$ cat config.mk
export PLATFORM = sky130hd
export DESIGN_NAME = rename_core_top
export DESIGN_NICKNAME = d
export VERILOG_FILES = /design/src/hw/rename_pkg.sv /design/src/hw/rename_stage.sv /design/src/hw/prf.sv /design/src/hw/operand_read_stage.sv /design/src/hw/execute_stage.sv /design/src/hw/retire_stage.sv /design/src/hw/rename_core_top.sv
export VERILOG_INCLUDE_DIRS = /design/src /design/src/include
export SDC_FILE = /design/constraint.sdc
export NUM_CORES = 2
export LEC_CHECK = 0
export BUFFER_PORTS_ARGS = -buffer_cell sky130_fd_sc_hd__buf_2
export CORE_ASPECT_RATIO = 0.9
export CORE_UTILIZATION = 40
export CTS_BUF_LIST = sky130_fd_sc_hd__clkbuf_2
export CTS_CLUSTER_SIZE = 20
export DETAILED_ROUTE_END_ITERATION = 8
export HOLD_SLACK_MARGIN = 0.15
export PLACE_DENSITY = 0.57
export REMOVE_ABC_BUFFERS = 1
export SLEW_MARGIN = 20
export SYNTH_ARGS = -nofsm -noshare
export SYNTH_HDL_FRONTEND = slang
export SYNTH_HIERARCHICAL = 1
export SYNTH_SLANG_ARGS = --single-unit
$ cat constraint.sdc
create_clock -name clock -period 22.7 [get_ports clock]
set_input_delay 4.54 -clock clock [delete_from_list [all_inputs] [get_ports clock]]
set_output_delay 4.54 -clock clock [all_outputs]
set_load 0.03 [all_outputs]
$ cat src/include/rename_config.svh
`ifndef RENAME_CONFIG_SVH
`define RENAME_CONFIG_SVH

// datapath width
`define XLEN        32

// architectural register file, r0 hardwired to p0
`define ARCH_REGS   8
`define ARCH_LEN    3

// physical register file, p0 never enters the free queue
`define PRF_SIZE    16
`define PRF_LEN     4

`define MUL_CYCLES  3   // cycles a multiply occupies execute

`endif

$ cat src/hw/rename_pkg.sv
`include "rename_config.svh"

package rename_pkg;

    typedef enum logic [2:0] {
        op_nop,
        op_add,
        op_sub,
        op_addi,
        op_mul,
        op_beq
    } opcode_e;

    typedef enum logic {
        mul_idle,
        mul_busy
    } mul_state_e;

    ////////////////////////////////////////////////////////////////////////////
    // stage payloads

    typedef struct packed {
        logic [7:0]           tag;
        opcode_e              op;
        logic [`ARCH_LEN-1:0] dest;
        logic [`ARCH_LEN-1:0] src_a;
        logic [`ARCH_LEN-1:0] src_b;
        logic [`XLEN-1:0]     imm;
    } inst_t;

    typedef struct packed {
        logic                 valid;
        logic [7:0]           tag;
        opcode_e              op;
        logic                 has_dest;
        logic [`ARCH_LEN-1:0] arch_dest;
        logic [`PRF_LEN-1:0]  pdest;       // newly allocated
        logic [`PRF_LEN-1:0]  prev_pdest;  // freed when this commits
        logic [`PRF_LEN-1:0]  psrc_a;
        logic [`PRF_LEN-1:0]  psrc_b;
        logic [`XLEN-1:0]     imm;
    } renamed_t;

    typedef struct packed {
        renamed_t         ren;
        logic [`XLEN-1:0] a;
        logic [`XLEN-1:0] b;
    } issue_t;

    typedef struct packed {
        logic                valid;
        logic [`PRF_LEN-1:0] preg;
        logic [`XLEN-1:0]    value;
    } cdb_t;

    typedef struct packed {
        logic                 valid;
        logic [7:0]           tag;
        logic [`ARCH_LEN-1:0] arch_dest;
        logic [`PRF_LEN-1:0]  pdest;
        logic [`PRF_LEN-1:0]  prev_pdest;
        logic [`XLEN-1:0]     value;
        logic                 has_dest;
        logic                 taken;
    } retire_t;

    typedef struct packed {
        logic [7:0]           tag;
        logic [`ARCH_LEN-1:0] arch_dest;
        logic [`XLEN-1:0]     value;
        logic                 has_dest;
        logic                 taken;
    } commit_t;

    // free queue index step, skips slot 0
    function automatic logic [`PRF_LEN-1:0] next_free_idx(input logic [`PRF_LEN-1:0] idx);
        return (idx == `PRF_LEN'(`PRF_SIZE - 1)) ? `PRF_LEN'(1) : idx + `PRF_LEN'(1);
    endfunction

endpackage

$ cat src/hw/rename_stage.sv
`timescale 1ns/1ns
`include "rename_config.svh"

module rename_stage import rename_pkg::*; (
    input  logic                                 clock,
    input  logic                                 reset,
    input  logic                                 in_valid,
    input  inst_t                                inst_in,
    input  logic [`PRF_LEN-1:0]                  free_preg,
    input  logic                                 free_empty,
    input  logic                                 hold,
    input  logic                                 flush,
    input  logic [`ARCH_REGS-1:0][`PRF_LEN-1:0]  retire_map,
    output logic                                 alloc,
    output logic                                 stall,
    output renamed_t                             renamed
);

    logic [`ARCH_REGS-1:0][`PRF_LEN-1:0] spec_map;   // speculative arch -> phys
    logic                                has_dest;
    logic                                accept;
    renamed_t                            next_ren;

    assign has_dest = inst_in.dest != '0 && inst_in.op != op_nop && inst_in.op != op_beq;
    assign stall    = hold || free_empty;
    assign accept   = in_valid && !stall && !flush;   // input during redirect is dropped
    assign alloc    = accept && has_dest;

    always_comb begin
        next_ren.valid      = 1'b1;
        next_ren.tag        = inst_in.tag;
        next_ren.op         = inst_in.op;
        next_ren.has_dest   = has_dest;
        next_ren.arch_dest  = inst_in.dest;
        next_ren.pdest      = has_dest ? free_preg : '0;
        next_ren.prev_pdest = spec_map[inst_in.dest];
        next_ren.imm        = inst_in.imm;
        // unused sources point at p0, which is always ready
        next_ren.psrc_a = (inst_in.op == op_nop) ? '0 : spec_map[inst_in.src_a];
        next_ren.psrc_b = (inst_in.op == op_nop || inst_in.op == op_addi) ? '0
                                                                          : spec_map[inst_in.src_b];
    end

    always_ff @(posedge clock) begin
        if (reset) begin
            spec_map <= '0;
        end else if (flush) begin
            spec_map <= retire_map;     // back to committed state
        end else if (alloc) begin
            spec_map[inst_in.dest] <= free_preg;
        end
    end

    always_ff @(posedge clock) begin
        if (accept) renamed <= next_ren;
        if (reset || flush) begin
            renamed.valid <= 1'b0;
        end else if (!hold) begin
            renamed.valid <= accept;    // bubble when nothing accepted
        end
    end

endmodule

$ cat src/hw/prf.sv
`timescale 1ns/1ns
`include "rename_config.svh"

module prf import rename_pkg::*; (
    input  logic                clock,
    input  logic                reset,
    input  logic                alloc,
    output logic [`PRF_LEN-1:0] free_preg,
    output logic                free_empty,
    input  logic [`PRF_LEN-1:0] rd_a,
    input  logic [`PRF_LEN-1:0] rd_b,
    output logic [`XLEN-1:0]    val_a,
    output logic [`XLEN-1:0]    val_b,
    output logic                rdy_a,
    output logic                rdy_b,
    input  cdb_t                cdb,
    input  logic                release_valid,
    input  logic [`PRF_LEN-1:0] release_preg,
    input  logic                restore,
    input  logic [`PRF_LEN-1:0] committed_head,
    output logic [`PRF_LEN-1:0] head
);

    logic [`XLEN-1:0]    values [`PRF_SIZE];
    logic [`PRF_SIZE-1:0] ready_bits;
    logic [`PRF_LEN-1:0] free_q [`PRF_SIZE];   // slot 0 unused
    logic [`PRF_LEN-1:0] tail;
    logic [`PRF_LEN-1:0] count;                // entries in the free queue
    logic                rel;
    logic [`PRF_LEN-1:0] tail_n;
    logic [`PRF_LEN-1:0] restore_count;
    logic                hit_a;
    logic                hit_b;

    ////////////////////////////////////////////////////////////////////////////
    // operand read with result bus bypass, p0 reads zero

    assign hit_a = cdb.valid && cdb.preg == rd_a;
    assign hit_b = cdb.valid && cdb.preg == rd_b;
    assign val_a = (rd_a == '0) ? '0 : hit_a ? cdb.value : values[rd_a];
    assign val_b = (rd_b == '0) ? '0 : hit_b ? cdb.value : values[rd_b];
    assign rdy_a = hit_a || ready_bits[rd_a];
    assign rdy_b = hit_b || ready_bits[rd_b];

    ////////////////////////////////////////////////////////////////////////////
    // free queue

    assign free_preg  = free_q[head];
    assign free_empty = count == '0;
    assign rel        = release_valid && release_preg != '0;   // p0 never freed
    assign tail_n     = rel ? next_free_idx(tail) : tail;

    // committed_head..tail is what stays free, equal means full
    assign restore_count = (tail_n > committed_head) ? tail_n - committed_head
                                                     : tail_n - committed_head - `PRF_LEN'(1);

    always_ff @(posedge clock) begin
        if (reset) begin
            head       <= `PRF_LEN'(1);
            tail       <= `PRF_LEN'(1);
            count      <= `PRF_LEN'(`PRF_SIZE - 1);
            ready_bits <= `PRF_SIZE'(1);
            for (int i = 0; i < `PRF_SIZE; i++) free_q[i] <= `PRF_LEN'(i);
        end else begin
            if (rel) free_q[tail] <= release_preg;
            tail <= tail_n;
            if (restore) begin
                head  <= committed_head;   // squashed allocations are still in the queue
                count <= restore_count;
            end else begin
                if (alloc) head <= next_free_idx(head);
                count <= count + `PRF_LEN'(rel) - `PRF_LEN'(alloc);
            end
            if (cdb.valid) ready_bits[cdb.preg] <= 1'b1;
            if (alloc) ready_bits[free_preg] <= 1'b0;   // new owner not produced yet
        end
    end

    always_ff @(posedge clock) begin
        if (cdb.valid) values[cdb.preg] <= cdb.value;
    end

endmodule

$ cat src/hw/operand_read_stage.sv
`timescale 1ns/1ns
`include "rename_config.svh"

module operand_read_stage import rename_pkg::*; (
    input  logic                clock,
    input  logic                reset,
    input  logic                flush,
    input  logic                hold,
    input  renamed_t            renamed,
    output logic [`PRF_LEN-1:0] rd_a,
    output logic [`PRF_LEN-1:0] rd_b,
    input  logic [`XLEN-1:0]    val_a,
    input  logic [`XLEN-1:0]    val_b,
    input  logic                rdy_a,
    input  logic                rdy_b,
    output logic                busy,
    output issue_t              issue
);

    logic operands_ready;

    assign rd_a           = renamed.psrc_a;
    assign rd_b           = renamed.psrc_b;
    assign operands_ready = rdy_a && rdy_b;
    assign busy           = hold || (renamed.valid && !operands_ready);   // also passes execute back-pressure

    always_ff @(posedge clock) begin
        if (!hold && renamed.valid && operands_ready) begin
            issue.ren <= renamed;
            issue.a   <= val_a;
            issue.b   <= val_b;
        end
        if (reset || flush) begin
            issue.ren.valid <= 1'b0;
        end else if (!hold) begin
            issue.ren.valid <= renamed.valid && operands_ready;
        end
    end

endmodule

$ cat src/hw/execute_stage.sv
`timescale 1ns/1ns
`include "rename_config.svh"

module execute_stage import rename_pkg::*; (
    input  logic    clock,
    input  logic    reset,
    input  logic    flush,
    input  issue_t  issue,
    output logic    busy,
    output cdb_t    cdb,
    output retire_t retire
);

    localparam int cnt_w = $clog2(`MUL_CYCLES);
    localparam logic [cnt_w-1:0] last_cnt = cnt_w'(`MUL_CYCLES - 1);

    mul_state_e       state;
    logic [cnt_w-1:0] cnt;
    logic             is_mul;
    logic             done;
    logic             taken;
    logic [`XLEN-1:0] result;

    assign is_mul = issue.ren.valid && issue.ren.op == op_mul;
    assign busy   = is_mul && !(state == mul_busy && cnt == last_cnt);
    assign done   = issue.ren.valid && !busy;

    always_comb begin
        result = '0;    // nop and beq carry zero
        taken  = 1'b0;
        case (issue.ren.op)
            op_add:  result = issue.a + issue.b;
            op_sub:  result = issue.a - issue.b;
            op_addi: result = issue.a + issue.ren.imm;
            op_mul:  result = issue.a * issue.b;   // low XLEN bits
            op_beq:  taken  = issue.a == issue.b;
            default: result = '0;
        endcase
    end

    ////////////////////////////////////////////////////////////////////////////
    // multiplier sequencing, operands held by read stage meanwhile

    always_ff @(posedge clock) begin
        if (reset || flush) begin
            state <= mul_idle;
            cnt   <= '0;
        end else if (state == mul_idle) begin
            if (is_mul) begin
                state <= mul_busy;
                cnt   <= cnt_w'(1);
            end
        end else if (cnt == last_cnt) begin
            state <= mul_idle;
            cnt   <= '0;
        end else begin
            cnt <= cnt + cnt_w'(1);
        end
    end

    always_ff @(posedge clock) begin
        if (done) begin
            cdb.preg          <= issue.ren.pdest;
            cdb.value         <= result;
            retire.tag        <= issue.ren.tag;
            retire.arch_dest  <= issue.ren.arch_dest;
            retire.pdest      <= issue.ren.pdest;
            retire.prev_pdest <= issue.ren.prev_pdest;
            retire.value      <= result;
            retire.has_dest   <= issue.ren.has_dest;
            retire.taken      <= taken;
        end
        if (reset || flush) begin
            cdb.valid    <= 1'b0;
            retire.valid <= 1'b0;
        end else begin
            cdb.valid    <= done && issue.ren.has_dest;
            retire.valid <= done;
        end
    end

endmodule

$ cat src/hw/retire_stage.sv
`timescale 1ns/1ns
`include "rename_config.svh"

module retire_stage import rename_pkg::*; (
    input  logic                                 clock,
    input  logic                                 reset,
    input  retire_t                              retire,
    output logic                                 release_valid,
    output logic [`PRF_LEN-1:0]                  release_preg,
    output logic                                 mispredict,
    output logic [`PRF_LEN-1:0]                  committed_head,
    output logic [`ARCH_REGS-1:0][`PRF_LEN-1:0]  retire_map,
    output logic                                 commit_valid,
    output commit_t                              commit_out
);

    logic commit_en;

    // whatever arrives during the mispredict cycle is younger than the branch
    assign commit_en = retire.valid && !mispredict;

    always_ff @(posedge clock) begin
        if (reset) begin
            retire_map     <= '0;
            committed_head <= `PRF_LEN'(1);
            commit_valid   <= 1'b0;
            release_valid  <= 1'b0;
            mispredict     <= 1'b0;
        end else begin
            commit_valid  <= commit_en;
            release_valid <= commit_en && retire.has_dest;
            mispredict    <= commit_en && retire.taken;
            if (commit_en && retire.has_dest) begin
                retire_map[retire.arch_dest] <= retire.pdest;
                committed_head <= next_free_idx(committed_head);   // tracks prf head
            end
        end
    end

    always_ff @(posedge clock) begin
        if (commit_en) begin
            commit_out.tag       <= retire.tag;
            commit_out.arch_dest <= retire.arch_dest;
            commit_out.value     <= retire.value;
            commit_out.has_dest  <= retire.has_dest;
            commit_out.taken     <= retire.taken;
            release_preg         <= retire.prev_pdest;   // old mapping now dead
        end
    end

endmodule

$ cat src/hw/rename_core_top.sv
`timescale 1ns/1ns
`include "rename_config.svh"

module rename_core_top import rename_pkg::*; (
    input  logic    clock,
    input  logic    reset,
    input  logic    in_valid,
    input  inst_t   inst_in,
    output logic    stall,
    output logic    commit_valid,
    output commit_t commit_out,
    output logic    redirect
);

    logic [`PRF_LEN-1:0]                 free_preg;
    logic                                free_empty;
    logic                                alloc;
    logic                                rd_busy;
    logic                                ex_busy;
    renamed_t                            ren_q;
    issue_t                              iss_q;
    cdb_t                                cdb_bus;
    retire_t                             ret_q;
    logic [`PRF_LEN-1:0]                 rd_a;
    logic [`PRF_LEN-1:0]                 rd_b;
    logic [`XLEN-1:0]                    val_a;
    logic [`XLEN-1:0]                    val_b;
    logic                                rdy_a;
    logic                                rdy_b;
    logic                                release_valid;
    logic [`PRF_LEN-1:0]                 release_preg;
    logic [`PRF_LEN-1:0]                 committed_head;
    logic [`ARCH_REGS-1:0][`PRF_LEN-1:0] retire_map;

    rename_stage u_rename (
        .clock, .reset, .in_valid, .inst_in, .free_preg, .free_empty,
        .hold(rd_busy), .flush(redirect), .retire_map, .alloc, .stall, .renamed(ren_q)
    );

    prf u_prf (
        .clock, .reset, .alloc, .free_preg, .free_empty, .rd_a, .rd_b, .val_a, .val_b,
        .rdy_a, .rdy_b, .cdb(cdb_bus), .release_valid, .release_preg,
        .restore(redirect), .committed_head, .head()
    );

    operand_read_stage u_read (
        .clock, .reset, .flush(redirect), .hold(ex_busy), .renamed(ren_q), .rd_a, .rd_b,
        .val_a, .val_b, .rdy_a, .rdy_b, .busy(rd_busy), .issue(iss_q)
    );

    execute_stage u_exec (
        .clock, .reset, .flush(redirect), .issue(iss_q), .busy(ex_busy), .cdb(cdb_bus),
        .retire(ret_q)
    );

    retire_stage u_retire (
        .clock, .reset, .retire(ret_q), .release_valid, .release_preg,
        .mispredict(redirect), .committed_head, .retire_map, .commit_valid, .commit_out
    );

endmodule

==> impl_metrics.tcl <==
set metrics [dict create \
    max-vdd-ir-drop_uv 54.0 \
    period_share 0.435 \
    r2r_end "u_exec/retire[29]$_SDFFCE_PN0P_" \
    crit_path_top_delay_cell "buf_12" \
    clock_path_buffers 3 \
    maxCapViolations 0 \
    pin_count 103 \
    switching_power_w 0.00109 \
    crit_top_cell "mux4_2" \
    post-route-min-period_ns 9.87 \
    timing.fmax_mhz 101 \
    cts_tree "built" \
    dieHeight_um 373 \
    status "complete, no violations" \
    maxSlewHeadroom 0.234 \
    slowest_delay_ns 0.70 \
    critPathMaxFanout 103 \
    hold_buffers 0 \
    p_leak_nw 24.1 \
    h-tree-depth 4 \
    post-route-drc-count 0 \
    ant_nets 0 \
    grt_pass1_vias 40700 \
    syn_avg_cell_area_um2 13.4 \
    path_cells "buf_4, buf_12, mux4_2, mux4_2, or2_1, nand2_1, a21o_1, or2_2, buf_2" \
    r2r-start "u_read/issue[33]$_DFFE_PP_" \
    antenna_found_initial 4 \
    post_cts_buffers 0 \
    drtIter0Drc 3543 \
    finalSetupTns_ns 0 \
    drv_slew 0 \
    gr-total-overflow 0 \
    clock_latency_ns 1.69 \
    cp_data_required_time_ns 18.16 \
    pwr-share-clk 0.315 \
    worstSetupEndpointType "output pin" \
    p_seq_frac 0.519 \
    start_util 0.405 \
    routabilityCongestion 0.872 \
    fin_skew_ns 0.150 \
    comb_power_share 0.166 \
    finalSetupViolations 0 \
    whs_path_depth 0 \
    wl_per_cell_um 25.3 \
    clkSlewWorstSetupHoldPaths_ns 0.11 \
    area_growth_pct 7.69 \
    reg2reg_depth 26 \
    clockRootBuffer "clkbuf_2" \
    vias 38700 \
    grt_pass1_wl_mm 261 \
    core_region_area_um2 151000 \
    min-delay-start "u_rename/renamed[40]$_DFFE_PP_" \
    cp-start-kind "flop" \
    crit_family "buffers and inverters" \
    cts_made_buffers 241 \
    cts.sinks 970 \
    r2r_slack_ns 14.78 \
    min_path_type "flop to flop" \
    hold-worst-slack_ns 0.330 \
    worstMarginPinSlew_ns 1.15 \
    hold_viol 0 \
    via_per_inst 5.62 \
    netlist_area_um2 61300 \
    drt_first_pass_iters 5 \
    cts_resized 0 \
    critPathArrivalTime_ns 5.33 \
    rows 135 \
    nets 5388 \
    swShare 0.290 \
    internal-power_w 0.00268 \
    dp_hpwl_mm 112 \
    crit_buf_inv 3 \
    drive_gt1_frac 0.213 \
    track_usage 0.227 \
    grt_setup_unrepaired "no" \
    grt_start_max_net_pins 135 \
    synthCells 4573 \
    die_area_um2 155000 \
    holdPathEnd "u_read/issue[104]$_DFFE_PP_" \
    io_buffers 102 \
    die_width_um 415 \
    powerDensity_nw_per_um2 57.1 \
    drt-total-wl_mm 174 \
    ys_warn_count 6 \
    fin_util 0.436 \
    crit_type "flop to output pin" \
]
==> power by group through the flow <==
| stage | Clock [W] | Combinational (W) | Sequential [W] |
|---|---|---|---|
| floorplan | 0 | 0.000450 | 0.00202 |
| global placement | 0 | 0.000619 | 0.00200 |
| detailed placement | 0 | 0.000621 | 0.00200 |
| CTS | 0.00123 | 0.000628 | 0.00196 |
| global route | 0.00132 | 0.000690 | 0.00196 |
| finish | 0.00119 | 0.000627 | 0.00195 |
==> per-stage QoR <==
stage | cell area (µm²) | setup WS, ns | power (W) | cells
floorplan | 59900 | 11.10 | 0.00247 | 4268
global route | 66000 | 12.37 | 0.00396 | 6884
detailed placement | 63700 | 14.38 | 0.00262 | 6447
CTS | 66000 | 12.41 | 0.00382 | 6881
finish | 66000 | 12.83 | 0.00377 | 6887
global placement | 63700 | 14.38 | 0.00261 | 6447
==> registers in the layout, summed over array words and instances, names as in the netlist, 16 cells and up, named ones only <==
register,flops
u_prf/values,512
u_read/issue,120
u_prf/free_q,64
u_rename/renamed,64
u_exec/retire,54
u_retire/commit_out,45
u_rename/spec_map,32
u_retire/retire_map,32
u_prf/ready_bits,16
==> per-layer routing <==
| layer | GRT usage | part of all wire |
|---|---|---|
| met1 | 0.308 | 0.42 |
| met2 | 0.370 | 0.48 |
| met3 | 0.0381 | 0.065 |
| met4 | 0.0746 | 0.030 |
| met5 | 0 | 0.000075 |
==> area by class of cell <==
type | count | area, µm²
Antenna cell | 6 | 15.0
Sequential cell | 970 | 28000
Clock inverter | 94 | 520
Multi-Input combinational cell | 2936 | 30600
Timing Repair Buffer | 193 | 1230
Tap cell | 1986 | 2480
Inverter | 362 | 1360
Fill cell | 13800 | 85200
Clock buffer | 340 | 1700
==> layout by cell type (no fill, tap or decap), types with 106 or more instances in the layout <==
cell type / instances
xnor2_1: 106
and2_1: 195
mux4_2: 359
fa_1: 412
a21oi_1: 174
dfxtp_1: 109
nand2_1: 590
edfxtp_1: 860
nor2_1: 157
ha_1: 217
clkbuf_2: 340
inv_1: 358
==> worst max path at each step <==
stage                                             startpoint     to  slack (ns)  cells past startpoint
after floorplan           u_rename/renamed[36]$_SDFFCE_PP0P_  stall       11.10                      6
after global placement    u_rename/renamed[36]$_SDFFCE_PP0P_  stall       14.38                      9
after detailed placement  u_rename/renamed[36]$_SDFFCE_PP0P_  stall       14.38                      9
after CTS                 u_rename/renamed[36]$_SDFFCE_PP0P_  stall       12.41                      9
after global routing      u_rename/renamed[36]$_SDFFCE_PP0P_  stall       12.37                      9
final                     u_rename/renamed[36]$_SDFFCE_PP0P_  stall       12.83                      9
==> worst register-to-register path, stage by stage, from the launching register on <==
cell      delay (ns)
edfxtp_1        0.34
buf_4           0.36
clkinv_1        0.91
nor2_1          0.34
ha_1            0.18
inv_1           0.05
fa_1            0.40
fa_1            0.48
inv_1           0.05
fa_1            0.45
ha_1            0.29
ha_1            0.29
inv_1           0.07
fa_1            0.43
fa_1            0.52
inv_1           0.06
ha_1            0.34
nand2_1         0.08
nor2_1          0.04
a211oi_1        0.34
or3b_1          0.40
a221o_1         0.42
a21o_1          0.22
a21oi_1         0.17
xor2_1          0.21
o32a_1          0.18
o21ai_1         0.06
No activity file was read; power rests on OpenSTA's default activity.
